$ cat src/verilog/tile_macros.svh
// Width and address-map constants for the memory-facing tile
// Config register addresses and the CLINT window

`ifndef TILE_MACROS_SVH
`define TILE_MACROS_SVH

// Datapath widths
`define TILE_PADDR_WIDTH 32
`define TILE_DATA_WIDTH 64
`define TILE_CORD_WIDTH 8

// Cache engines sharing the memory link
`define TILE_NUM_LCE 2

// Configuration channel
`define TILE_CFG_ADDR_WIDTH 32'd8
`define TILE_CFG_DATA_WIDTH 32'd32
`define TILE_CFG_FREEZE_ADDR 8'h02

// CLINT window in the physical address space, everything else goes to DRAM
`define TILE_CLINT_BASE 32'h0200_0000
`define TILE_CLINT_SIZE 32'h0001_0000

`endif

$ cat src/verilog/lce_pkg.sv
// Cache-engine side types
// Opcodes, request and response structs, engine index

`include "tile_macros.svh"

package lce_pkg;

   typedef enum logic [1:0]
   {
      e_lce_rd    = 2'b00,
      e_lce_wr    = 2'b01,
      e_lce_uc_rd = 2'b10,
      e_lce_uc_wr = 2'b11
   } lce_opcode_e;

   // Engine index, 0 for the I-side and 1 for the D-side
   typedef logic [0:0] lce_id_t;

   // 98 bits
   typedef struct packed
   {
      lce_opcode_e                  opcode;
      logic [`TILE_PADDR_WIDTH-1:0] paddr;
      logic [`TILE_DATA_WIDTH-1:0]  data;
   } lce_req_s;

   // 98 bits
   typedef struct packed
   {
      lce_opcode_e                  opcode;
      logic [`TILE_PADDR_WIDTH-1:0] paddr;
      logic [`TILE_DATA_WIDTH-1:0]  data;
   } lce_resp_s;

endpackage

$ cat src/verilog/mem_link_pkg.sv
// Memory-network side types
// Coordinate type and the single-flit link packet

`include "tile_macros.svh"

package mem_link_pkg;

   typedef logic [`TILE_CORD_WIDTH-1:0] cord_t;

   // 115 bits, used for both the command and the response link
   typedef struct packed
   {
      cord_t                        dest_cord;
      cord_t                        src_cord;
      lce_pkg::lce_id_t             lce_id;
      lce_pkg::lce_opcode_e         opcode;
      logic [`TILE_PADDR_WIDTH-1:0] paddr;
      logic [`TILE_DATA_WIDTH-1:0]  data;
   } mem_pkt_s;

endpackage

$ cat src/verilog/lce_req_arbiter.sv
// Round-robin arbiter for the two cache engine request ports
// Presents one granted request to the link master, nothing while frozen

`timescale 1ns/1ns

`include "tile_macros.svh"

module lce_req_arbiter
  (
   input  logic                                        clk_i
   , input  logic                                      reset_i
   , input  logic                                      freeze_i

   // Engine request ports
   , input  logic [`TILE_NUM_LCE-1:0]                  lce_req_v_i
   , input  lce_pkg::lce_req_s [`TILE_NUM_LCE-1:0]     lce_req_i
   , output logic [`TILE_NUM_LCE-1:0]                  lce_req_ready_o

   // Granted request toward the link master
   , output logic                                      arb_v_o
   , output lce_pkg::lce_req_s                         arb_req_o
   , output lce_pkg::lce_id_t                          arb_lce_id_o
   , input  logic                                      arb_ready_i
  );

   lce_pkg::lce_id_t prio_r;
   lce_pkg::lce_id_t other_id;
   lce_pkg::lce_id_t grant_id;
   logic             grant_v;
   logic             accept;

   assign other_id = ~prio_r;

   // Engine at prio_r wins a tie
   always_comb
   begin
      grant_v  = 1'b0;
      grant_id = prio_r;
      if (!freeze_i)
      begin
         if (lce_req_v_i[prio_r])
         begin
            grant_v  = 1'b1;
            grant_id = prio_r;
         end
         else if (lce_req_v_i[other_id])
         begin
            grant_v  = 1'b1;
            grant_id = other_id;
         end
      end
   end

   assign accept = grant_v && arb_ready_i;

   for (genvar i = 0; i < `TILE_NUM_LCE; i++)
   begin : g_ready
      assign lce_req_ready_o[i] = accept && (grant_id == lce_pkg::lce_id_t'(i));
   end

   assign arb_v_o      = grant_v;
   assign arb_req_o    = lce_req_i[grant_id];
   assign arb_lce_id_o = grant_id;

   // Priority passes to the engine not just served
   always_ff @(posedge clk_i)
   begin
      if (reset_i)
         prio_r <= '0;
      else if (accept)
         prio_r <= ~grant_id;
   end

endmodule

$ cat src/verilog/mem_link_master.sv
// Memory link master
// Address map to CLINT or DRAM coordinate, command packet build
// One-entry command buffer and response steering by LCE id

`timescale 1ns/1ns

`include "tile_macros.svh"

module mem_link_master
  (
   input  logic                                        clk_i
   , input  logic                                      reset_i

   , input  mem_link_pkg::cord_t                       my_cord_i
   , input  mem_link_pkg::cord_t                       dram_cord_i
   , input  mem_link_pkg::cord_t                       clint_cord_i

   // Granted request from the arbiter
   , input  logic                                      arb_v_i
   , input  lce_pkg::lce_req_s                         arb_req_i
   , input  lce_pkg::lce_id_t                          arb_lce_id_i
   , output logic                                      arb_ready_o

   // Command link
   , output logic                                      mem_cmd_v_o
   , output mem_link_pkg::mem_pkt_s                    mem_cmd_o
   , input  logic                                      mem_cmd_ready_i

   // Response link
   , input  logic                                      mem_resp_v_i
   , input  mem_link_pkg::mem_pkt_s                    mem_resp_i
   , output logic                                      mem_resp_ready_o

   // Responses back to the engines
   , output logic [`TILE_NUM_LCE-1:0]                  lce_resp_v_o
   , output lce_pkg::lce_resp_s [`TILE_NUM_LCE-1:0]    lce_resp_o
   , input  logic [`TILE_NUM_LCE-1:0]                  lce_resp_ready_i
  );

   logic                   in_clint;
   mem_link_pkg::cord_t    dest_cord;
   mem_link_pkg::mem_pkt_s cmd_pkt;
   mem_link_pkg::mem_pkt_s cmd_pkt_r;
   logic                   cmd_full_r;
   logic                   cmd_load;
   lce_pkg::lce_resp_s     resp_payload;

   // Half-open CLINT window
   assign in_clint = (arb_req_i.paddr >= `TILE_CLINT_BASE)
                  && (arb_req_i.paddr < (`TILE_CLINT_BASE + `TILE_CLINT_SIZE));

   assign dest_cord = in_clint ? clint_cord_i : dram_cord_i;

   always_comb
   begin
      cmd_pkt.dest_cord = dest_cord;
      cmd_pkt.src_cord  = my_cord_i;
      cmd_pkt.lce_id    = arb_lce_id_i;
      cmd_pkt.opcode    = arb_req_i.opcode;
      cmd_pkt.paddr     = arb_req_i.paddr;
      cmd_pkt.data      = arb_req_i.data;
   end

   // Room when empty or draining on this edge
   assign arb_ready_o = !cmd_full_r || mem_cmd_ready_i;
   assign cmd_load    = arb_v_i && arb_ready_o;

   always_ff @(posedge clk_i)
   begin
      if (reset_i)
         cmd_full_r <= 1'b0;
      else if (cmd_load)
         cmd_full_r <= 1'b1;
      else if (mem_cmd_ready_i)
         cmd_full_r <= 1'b0;
   end

   always_ff @(posedge clk_i)
   begin
      if (cmd_load)
         cmd_pkt_r <= cmd_pkt;
   end

   assign mem_cmd_v_o = cmd_full_r;
   assign mem_cmd_o   = cmd_pkt_r;

   // Responses pass straight through, only the valid is steered
   always_comb
   begin
      resp_payload.opcode = mem_resp_i.opcode;
      resp_payload.paddr  = mem_resp_i.paddr;
      resp_payload.data   = mem_resp_i.data;
   end

   for (genvar i = 0; i < `TILE_NUM_LCE; i++)
   begin : g_resp
      assign lce_resp_v_o[i] = mem_resp_v_i
                            && (mem_resp_i.lce_id == lce_pkg::lce_id_t'(i));
      assign lce_resp_o[i]   = resp_payload;
   end

   assign mem_resp_ready_o = lce_resp_ready_i[mem_resp_i.lce_id];

endmodule

$ cat src/verilog/tile_cfg_regs.sv
// Tile configuration registers
// Freeze register written over the config channel
// Registered copy of the external reset for the rest of the tile

`timescale 1ns/1ns

`include "tile_macros.svh"

module tile_cfg_regs
  (
   input  logic                            clk_i
   , input  logic                          reset_i

   , input  logic                          cfg_w_v_i
   , input  logic [`TILE_CFG_ADDR_WIDTH-1:0] cfg_addr_i
   , input  logic [`TILE_CFG_DATA_WIDTH-1:0] cfg_data_i

   , output logic                          freeze_o
   , output logic                          reset_o
  );

   logic freeze_r;
   logic reset_r;
   logic freeze_wr;

   assign freeze_wr = cfg_w_v_i && (cfg_addr_i == `TILE_CFG_FREEZE_ADDR);

   // Tile comes out of reset frozen
   always_ff @(posedge clk_i)
   begin
      if (reset_i)
         freeze_r <= 1'b1;
      else if (freeze_wr)
         freeze_r <= cfg_data_i[0];
   end

   // One cycle behind reset_i
   always_ff @(posedge clk_i)
   begin
      reset_r <= reset_i;
   end

   assign freeze_o = freeze_r;
   assign reset_o  = reset_r;

endmodule

$ cat src/verilog/tile_top.sv
// Memory-facing side of the two-engine tile
// Config block, request arbiter and memory link master

`timescale 1ns/1ns

`include "tile_macros.svh"

module tile_top
  (
   input  logic                                        clk_i
   , input  logic                                      reset_i

   // Config channel
   , input  logic                                      cfg_w_v_i
   , input  logic [`TILE_CFG_ADDR_WIDTH-1:0]           cfg_addr_i
   , input  logic [`TILE_CFG_DATA_WIDTH-1:0]           cfg_data_i

   , input  mem_link_pkg::cord_t                       my_cord_i
   , input  mem_link_pkg::cord_t                       dram_cord_i
   , input  mem_link_pkg::cord_t                       clint_cord_i

   // Engine requests, I-side at index 0 and D-side at index 1
   , input  logic [`TILE_NUM_LCE-1:0]                  lce_req_v_i
   , input  lce_pkg::lce_req_s [`TILE_NUM_LCE-1:0]     lce_req_i
   , output logic [`TILE_NUM_LCE-1:0]                  lce_req_ready_o

   // Engine responses
   , output logic [`TILE_NUM_LCE-1:0]                  lce_resp_v_o
   , output lce_pkg::lce_resp_s [`TILE_NUM_LCE-1:0]    lce_resp_o
   , input  logic [`TILE_NUM_LCE-1:0]                  lce_resp_ready_i

   // Command link
   , output logic                                      mem_cmd_v_o
   , output mem_link_pkg::mem_pkt_s                    mem_cmd_o
   , input  logic                                      mem_cmd_ready_i

   // Response link
   , input  logic                                      mem_resp_v_i
   , input  mem_link_pkg::mem_pkt_s                    mem_resp_i
   , output logic                                      mem_resp_ready_o
  );

   logic              freeze;
   logic              reset_r;

   logic              arb_v;
   lce_pkg::lce_req_s arb_req;
   lce_pkg::lce_id_t  arb_lce_id;
   logic              arb_ready;

   tile_cfg_regs cfg_regs
     (.clk_i(clk_i)
      ,.reset_i(reset_i)
      ,.cfg_w_v_i(cfg_w_v_i)
      ,.cfg_addr_i(cfg_addr_i)
      ,.cfg_data_i(cfg_data_i)
      ,.freeze_o(freeze)
      ,.reset_o(reset_r)
      );

   lce_req_arbiter req_arb
     (.clk_i(clk_i)
      ,.reset_i(reset_r)
      ,.freeze_i(freeze)
      ,.lce_req_v_i(lce_req_v_i)
      ,.lce_req_i(lce_req_i)
      ,.lce_req_ready_o(lce_req_ready_o)
      ,.arb_v_o(arb_v)
      ,.arb_req_o(arb_req)
      ,.arb_lce_id_o(arb_lce_id)
      ,.arb_ready_i(arb_ready)
      );

   mem_link_master link_master
     (.clk_i(clk_i)
      ,.reset_i(reset_r)
      ,.my_cord_i(my_cord_i)
      ,.dram_cord_i(dram_cord_i)
      ,.clint_cord_i(clint_cord_i)
      ,.arb_v_i(arb_v)
      ,.arb_req_i(arb_req)
      ,.arb_lce_id_i(arb_lce_id)
      ,.arb_ready_o(arb_ready)
      ,.mem_cmd_v_o(mem_cmd_v_o)
      ,.mem_cmd_o(mem_cmd_o)
      ,.mem_cmd_ready_i(mem_cmd_ready_i)
      ,.mem_resp_v_i(mem_resp_v_i)
      ,.mem_resp_i(mem_resp_i)
      ,.mem_resp_ready_o(mem_resp_ready_o)
      ,.lce_resp_v_o(lce_resp_v_o)
      ,.lce_resp_o(lce_resp_o)
      ,.lce_resp_ready_i(lce_resp_ready_i)
      );

endmodule
$ cat config.mk
export PLATFORM = sky130hd
export DESIGN_NAME = tile_top
export DESIGN_NICKNAME = d
export VERILOG_FILES = /design/src/verilog/lce_pkg.sv /design/src/verilog/mem_link_pkg.sv /design/src/verilog/lce_req_arbiter.sv /design/src/verilog/mem_link_master.sv /design/src/verilog/tile_cfg_regs.sv /design/src/verilog/tile_top.sv
export VERILOG_INCLUDE_DIRS = /design/src /design/src/verilog
export SDC_FILE = /design/constraint.sdc
export NUM_CORES = 1
export LEC_CHECK = 0
export ABC_AREA = 1
export ABC_CLOCK_PERIOD_IN_PS = 17200
export BUFFER_PORTS_ARGS = -buffer_cell sky130_fd_sc_hd__buf_2
export CAP_MARGIN = 25
export CORE_AREA = 2 2 276 278
export CTS_BUF_LIST = sky130_fd_sc_hd__clkbuf_16
export CTS_CLUSTER_DIAMETER = 40
export DETAILED_ROUTE_END_ITERATION = 8
export DIE_AREA = 0 0 278 280
export GPL_TIMING_DRIVEN = 0
export PLACE_DENSITY = 0.34
export SETUP_SLACK_MARGIN = 0.2
export SYNTH_ARGS = -nofsm -noshare
export SYNTH_HDL_FRONTEND = slang
export SYNTH_HIERARCHICAL = 1
export SYNTH_SLANG_ARGS = --single-unit
$ cat constraint.sdc
create_clock -name clk_i -period 17.2 [get_ports clk_i]
set_input_delay 3.44 -clock clk_i [delete_from_list [all_inputs] [get_ports clk_i]]
set_output_delay 3.44 -clock clk_i [all_outputs]
set_load 0.01 [all_outputs]
==> flow_summary_export.csv <==
group,metric,value,unit
routing,via_per_inst,3.05,
placed_design,gp_congestion,0.902,
worst_setup_path,cp_slowest_cell,"nand2_4",
final_layout,nNetsFinal,1690,
timing,setup_viol,0,
clocking,cts.sinks,119,
clocking,clock_latency,0.48,ns
clocking,cts_resized,0,
final_layout,post-route-util,16.9,%
worst_setup_path,worst_path_largest_cell_delay,0.25,ns
global_routing,antenna_found_initial,10,
placed_design,place_area,12100,um^2
floorplanning,ios,701,
routing,wirelength,41200,um
final_layout,drive_gt1_share,78.2,%
timing,slew_violations,0,
global_routing,grt_pass1_wl,54700,um
yosys,ys_seq_area_share,44.3,%
placed_design,io_buffers,555,
worst_setup_path,crit_start,"lce_req_v_i[1]",
timing,finalHoldViolations,0,
final_layout,area_delta_synth_final,59.7,%
timing,whs,0.414,ns
timing,max_slew_margin,60.5,%
pwr,p_leak,6.65,nW
clocking,clockBufferDepth,2,
worst_setup_path,rr_worst_depth,12,
pwr,powerDensity,66.8,nW/um^2
clocking,cts_tree,"yes",
yosys,synthCells,727,
routing,drc_errors,0,
floorplanning,dieArea,77800,um^2
timing,fin_crit_sh,47.8,%
floorplanning,fp-row-count,101,
global_routing,grt_max_degree,25,
yosys,syn_avg_cell_area,11.0,um^2
floorplanning,die_h,280,um
routing,wl_per_cell,17.9,um
worst_setup_path,reg2reg_from,"cfg_regs/freeze_o",
routing,vias,7037,
routing,drtIter0Drc,253,
timing,fin_worst_skew,0.0166,ns
global_routing,first_global_vias,7321,
worst_setup_path,path_class,"in2out",
final_layout,nFillCells,8514,
worst_setup_path,crit_path_frequent_cell,"buf_2",
timing,layout_min_cycle_time,8.22,ns
worst_setup_path,critPathMaxFanout,10,
global_routing,track_usage,10.3,%
worst_setup_path,worstPathCellList,"buf_2 -> inv_1 -> nand2_2 -> nand2_4 -> nand2_8 -> buf_12 -> nor2_2 -> buf_2",
pwr,vdd_drop_max,0.0000728,V
yosys,ys_ff_latch,119,
worst_setup_path,arrival,4.78,ns
worst_setup_path,end_kind,"output pin",
worst_setup_path,crit_end,"lce_req_ready_o[0]",
global_routing,grt_overflow_total,0,
final_layout,final_cell_count_no_fill,2304,
yosys,synth.cell_area,7980,um^2
yosys,ys_async_sr_fraction,0,%
floorplanning,initial_core_util,10.6,%
timing,fmax,122,MHz
worst_setup_path,rr_endpoint,"link_master/mem_cmd_o[109]",
yosys,ys.flop_type,"edfxtp_1",
run,cap_violations,0,
timing,rsz0062_at_grt,"no",
yosys,synth-edff-count,115,
floorplanning,die_x,278,um
clocking,cts_buffers,17,
worst_setup_path,rrSetupSlack,14.80,ns
yosys,syn_nets,1111,
timing,fin_tns_setup,0,ns
status,outcome,"finished, final reports clean",
clocking,post-cts-setup-buffers,0,
clocking,cts.hold.buffers_added,0,
placed_design,place_hpwl,35000,um
floorplanning,core_area,75200,um^2
final_layout,final_area,12700,um^2
routing,drtAntennaViolNets,0,
clocking,cts.clk_slew.worst_paths,0.07,ns
worst_setup_path,cp_data_required_time,13.76,ns
min_path,hold_class,"reg2reg",
timing,tightest_slew,0.591,ns
worst_setup_path,start_kind,"input pin",
routing,drt_pass1_iterations,4,
yosys,yosysUniqueCellTypes,21,
clocking,root_buffer,"clkbuf_16",
yosys,yosys_warnings,6,
clocking,htree_levels,4,
placed_design,dp.cells,2265,
[placed cells by master, fill, tap and decap left out, types with 2 or more instances in the layout]
cell and n:
buf_16 2, buf_4 197, nand2_4 100, inv_1 14, buf_6 4, diode_2 7, dfxtp_1 4, buf_12 13
edfxtp_1 115, clkinv_4 3, nor2_2 4, a21oi_1 2, buf_2 571, inv_6 5, clkinvlp_4 2, nand2_2 102
bufinv_16 3, nand3_1 110, nor2_1 14, nand2_1 27, clkbuf_16 17
[power breakdown]
part | internal [mW] | total (mW) | leakage [nW] | switching [mW]
Combinational | 0.0745 | 0.131 | 5.29 | 0.0563
Sequential | 0.318 | 0.318 | 1.07 | 0.000143
Clock | 0.231 | 0.403 | 0.297 | 0.171
Total | 0.624 | 0.852 | 6.65 | 0.228
[layout make-up]
cell class / instances / area (um^2) / area share (%)
plain buffers: 227 / 1800 / 14.2
clock buffers: 17 / 425 / 3.34
clock inverters: 15 / 191 / 1.50
flip-flops and latches: 119 / 3530 / 27.7
inverters: 15 / 56.3 / 0.442
diodes: 7 / 17.5 / 0.137
multi-input cells: 366 / 2600 / 20.4
repair buffers: 560 / 2890 / 22.7
well taps: 978 / 1220 / 9.60
[worst min-delay path by stage]
stage | cells after the start | slack, ns | endpoint | startpoint
6_report | 1 | 0.41 | link_master/mem_cmd_v_o | cfg_regs/reset_o
5_1_grt | 1 | 0.46 | link_master/mem_cmd_v_o | cfg_regs/reset_o
4_1_cts | 1 | 0.43 | link_master/mem_cmd_v_o | cfg_regs/reset_o
3_5_place_dp | 1 | 0.42 | link_master/mem_cmd_v_o | cfg_regs/reset_o
3_3_place_gp | 1 | 0.43 | link_master/mem_cmd_v_o | cfg_regs/reset_o
2_1_floorplan | 1 | 0.39 | link_master/mem_cmd_v_o | cfg_regs/reset_o
[registers in the layout (all words and copies together), names as in the netlist]
register	cells
cfg_regs/freeze_o	1
cfg_regs/reset_o	1
link_master/mem_cmd_o	115
link_master/mem_cmd_v_o	1
req_arb/prio_r	1
[worst max-delay path: cells and delay by family]
kind	cells	cell delay (ns)
and+or+nand+nor	4	0.68
buffers and inverters	4	0.60
[stage by stage]
step	power [mW]	worst slack, ns
CTS	0.880	8.85
global route	0.893	8.81
floorplan	0.393	7.34
finish	0.852	8.98
detailed placement	0.456	8.86
global placement	0.457	2.85
[metal layers]
layer  vias to the layer above  wire length [um]  track usage, %
li1                       3366                 -               -
met1                      3219             14900            10.6
met2                       406             21500            18.5
met3                        40              3730            4.00
met4                         6              1020            4.31
met5                         -                34               0
[cell usage after synthesis (3+ instances only)]
library cell	number	area [um^2]
a21oi_1	3	15.0
buf_12	10	200
buf_2	16	80.1
buf_4	197	1480
buf_6	4	45.0
dfxtp_1	4	80.1
edfxtp_1	115	3450
inv_1	14	52.6
nand2_1	27	101
nand2_2	102	638
nand2_4	100	1130
nand3_1	110	551
nor2_1	14	52.6
nor2_2	4	25.0
[logic make-up after synthesis]
group	after synthesis	synth area share [%]
AOI/OAI and AO/OA	5	0.408
muxes	1	0.141
DFF	119	44.3
buffers and inverters	242	23.3
and+or+nand+nor	360	31.9
Power figures use the tool's default switching activity.
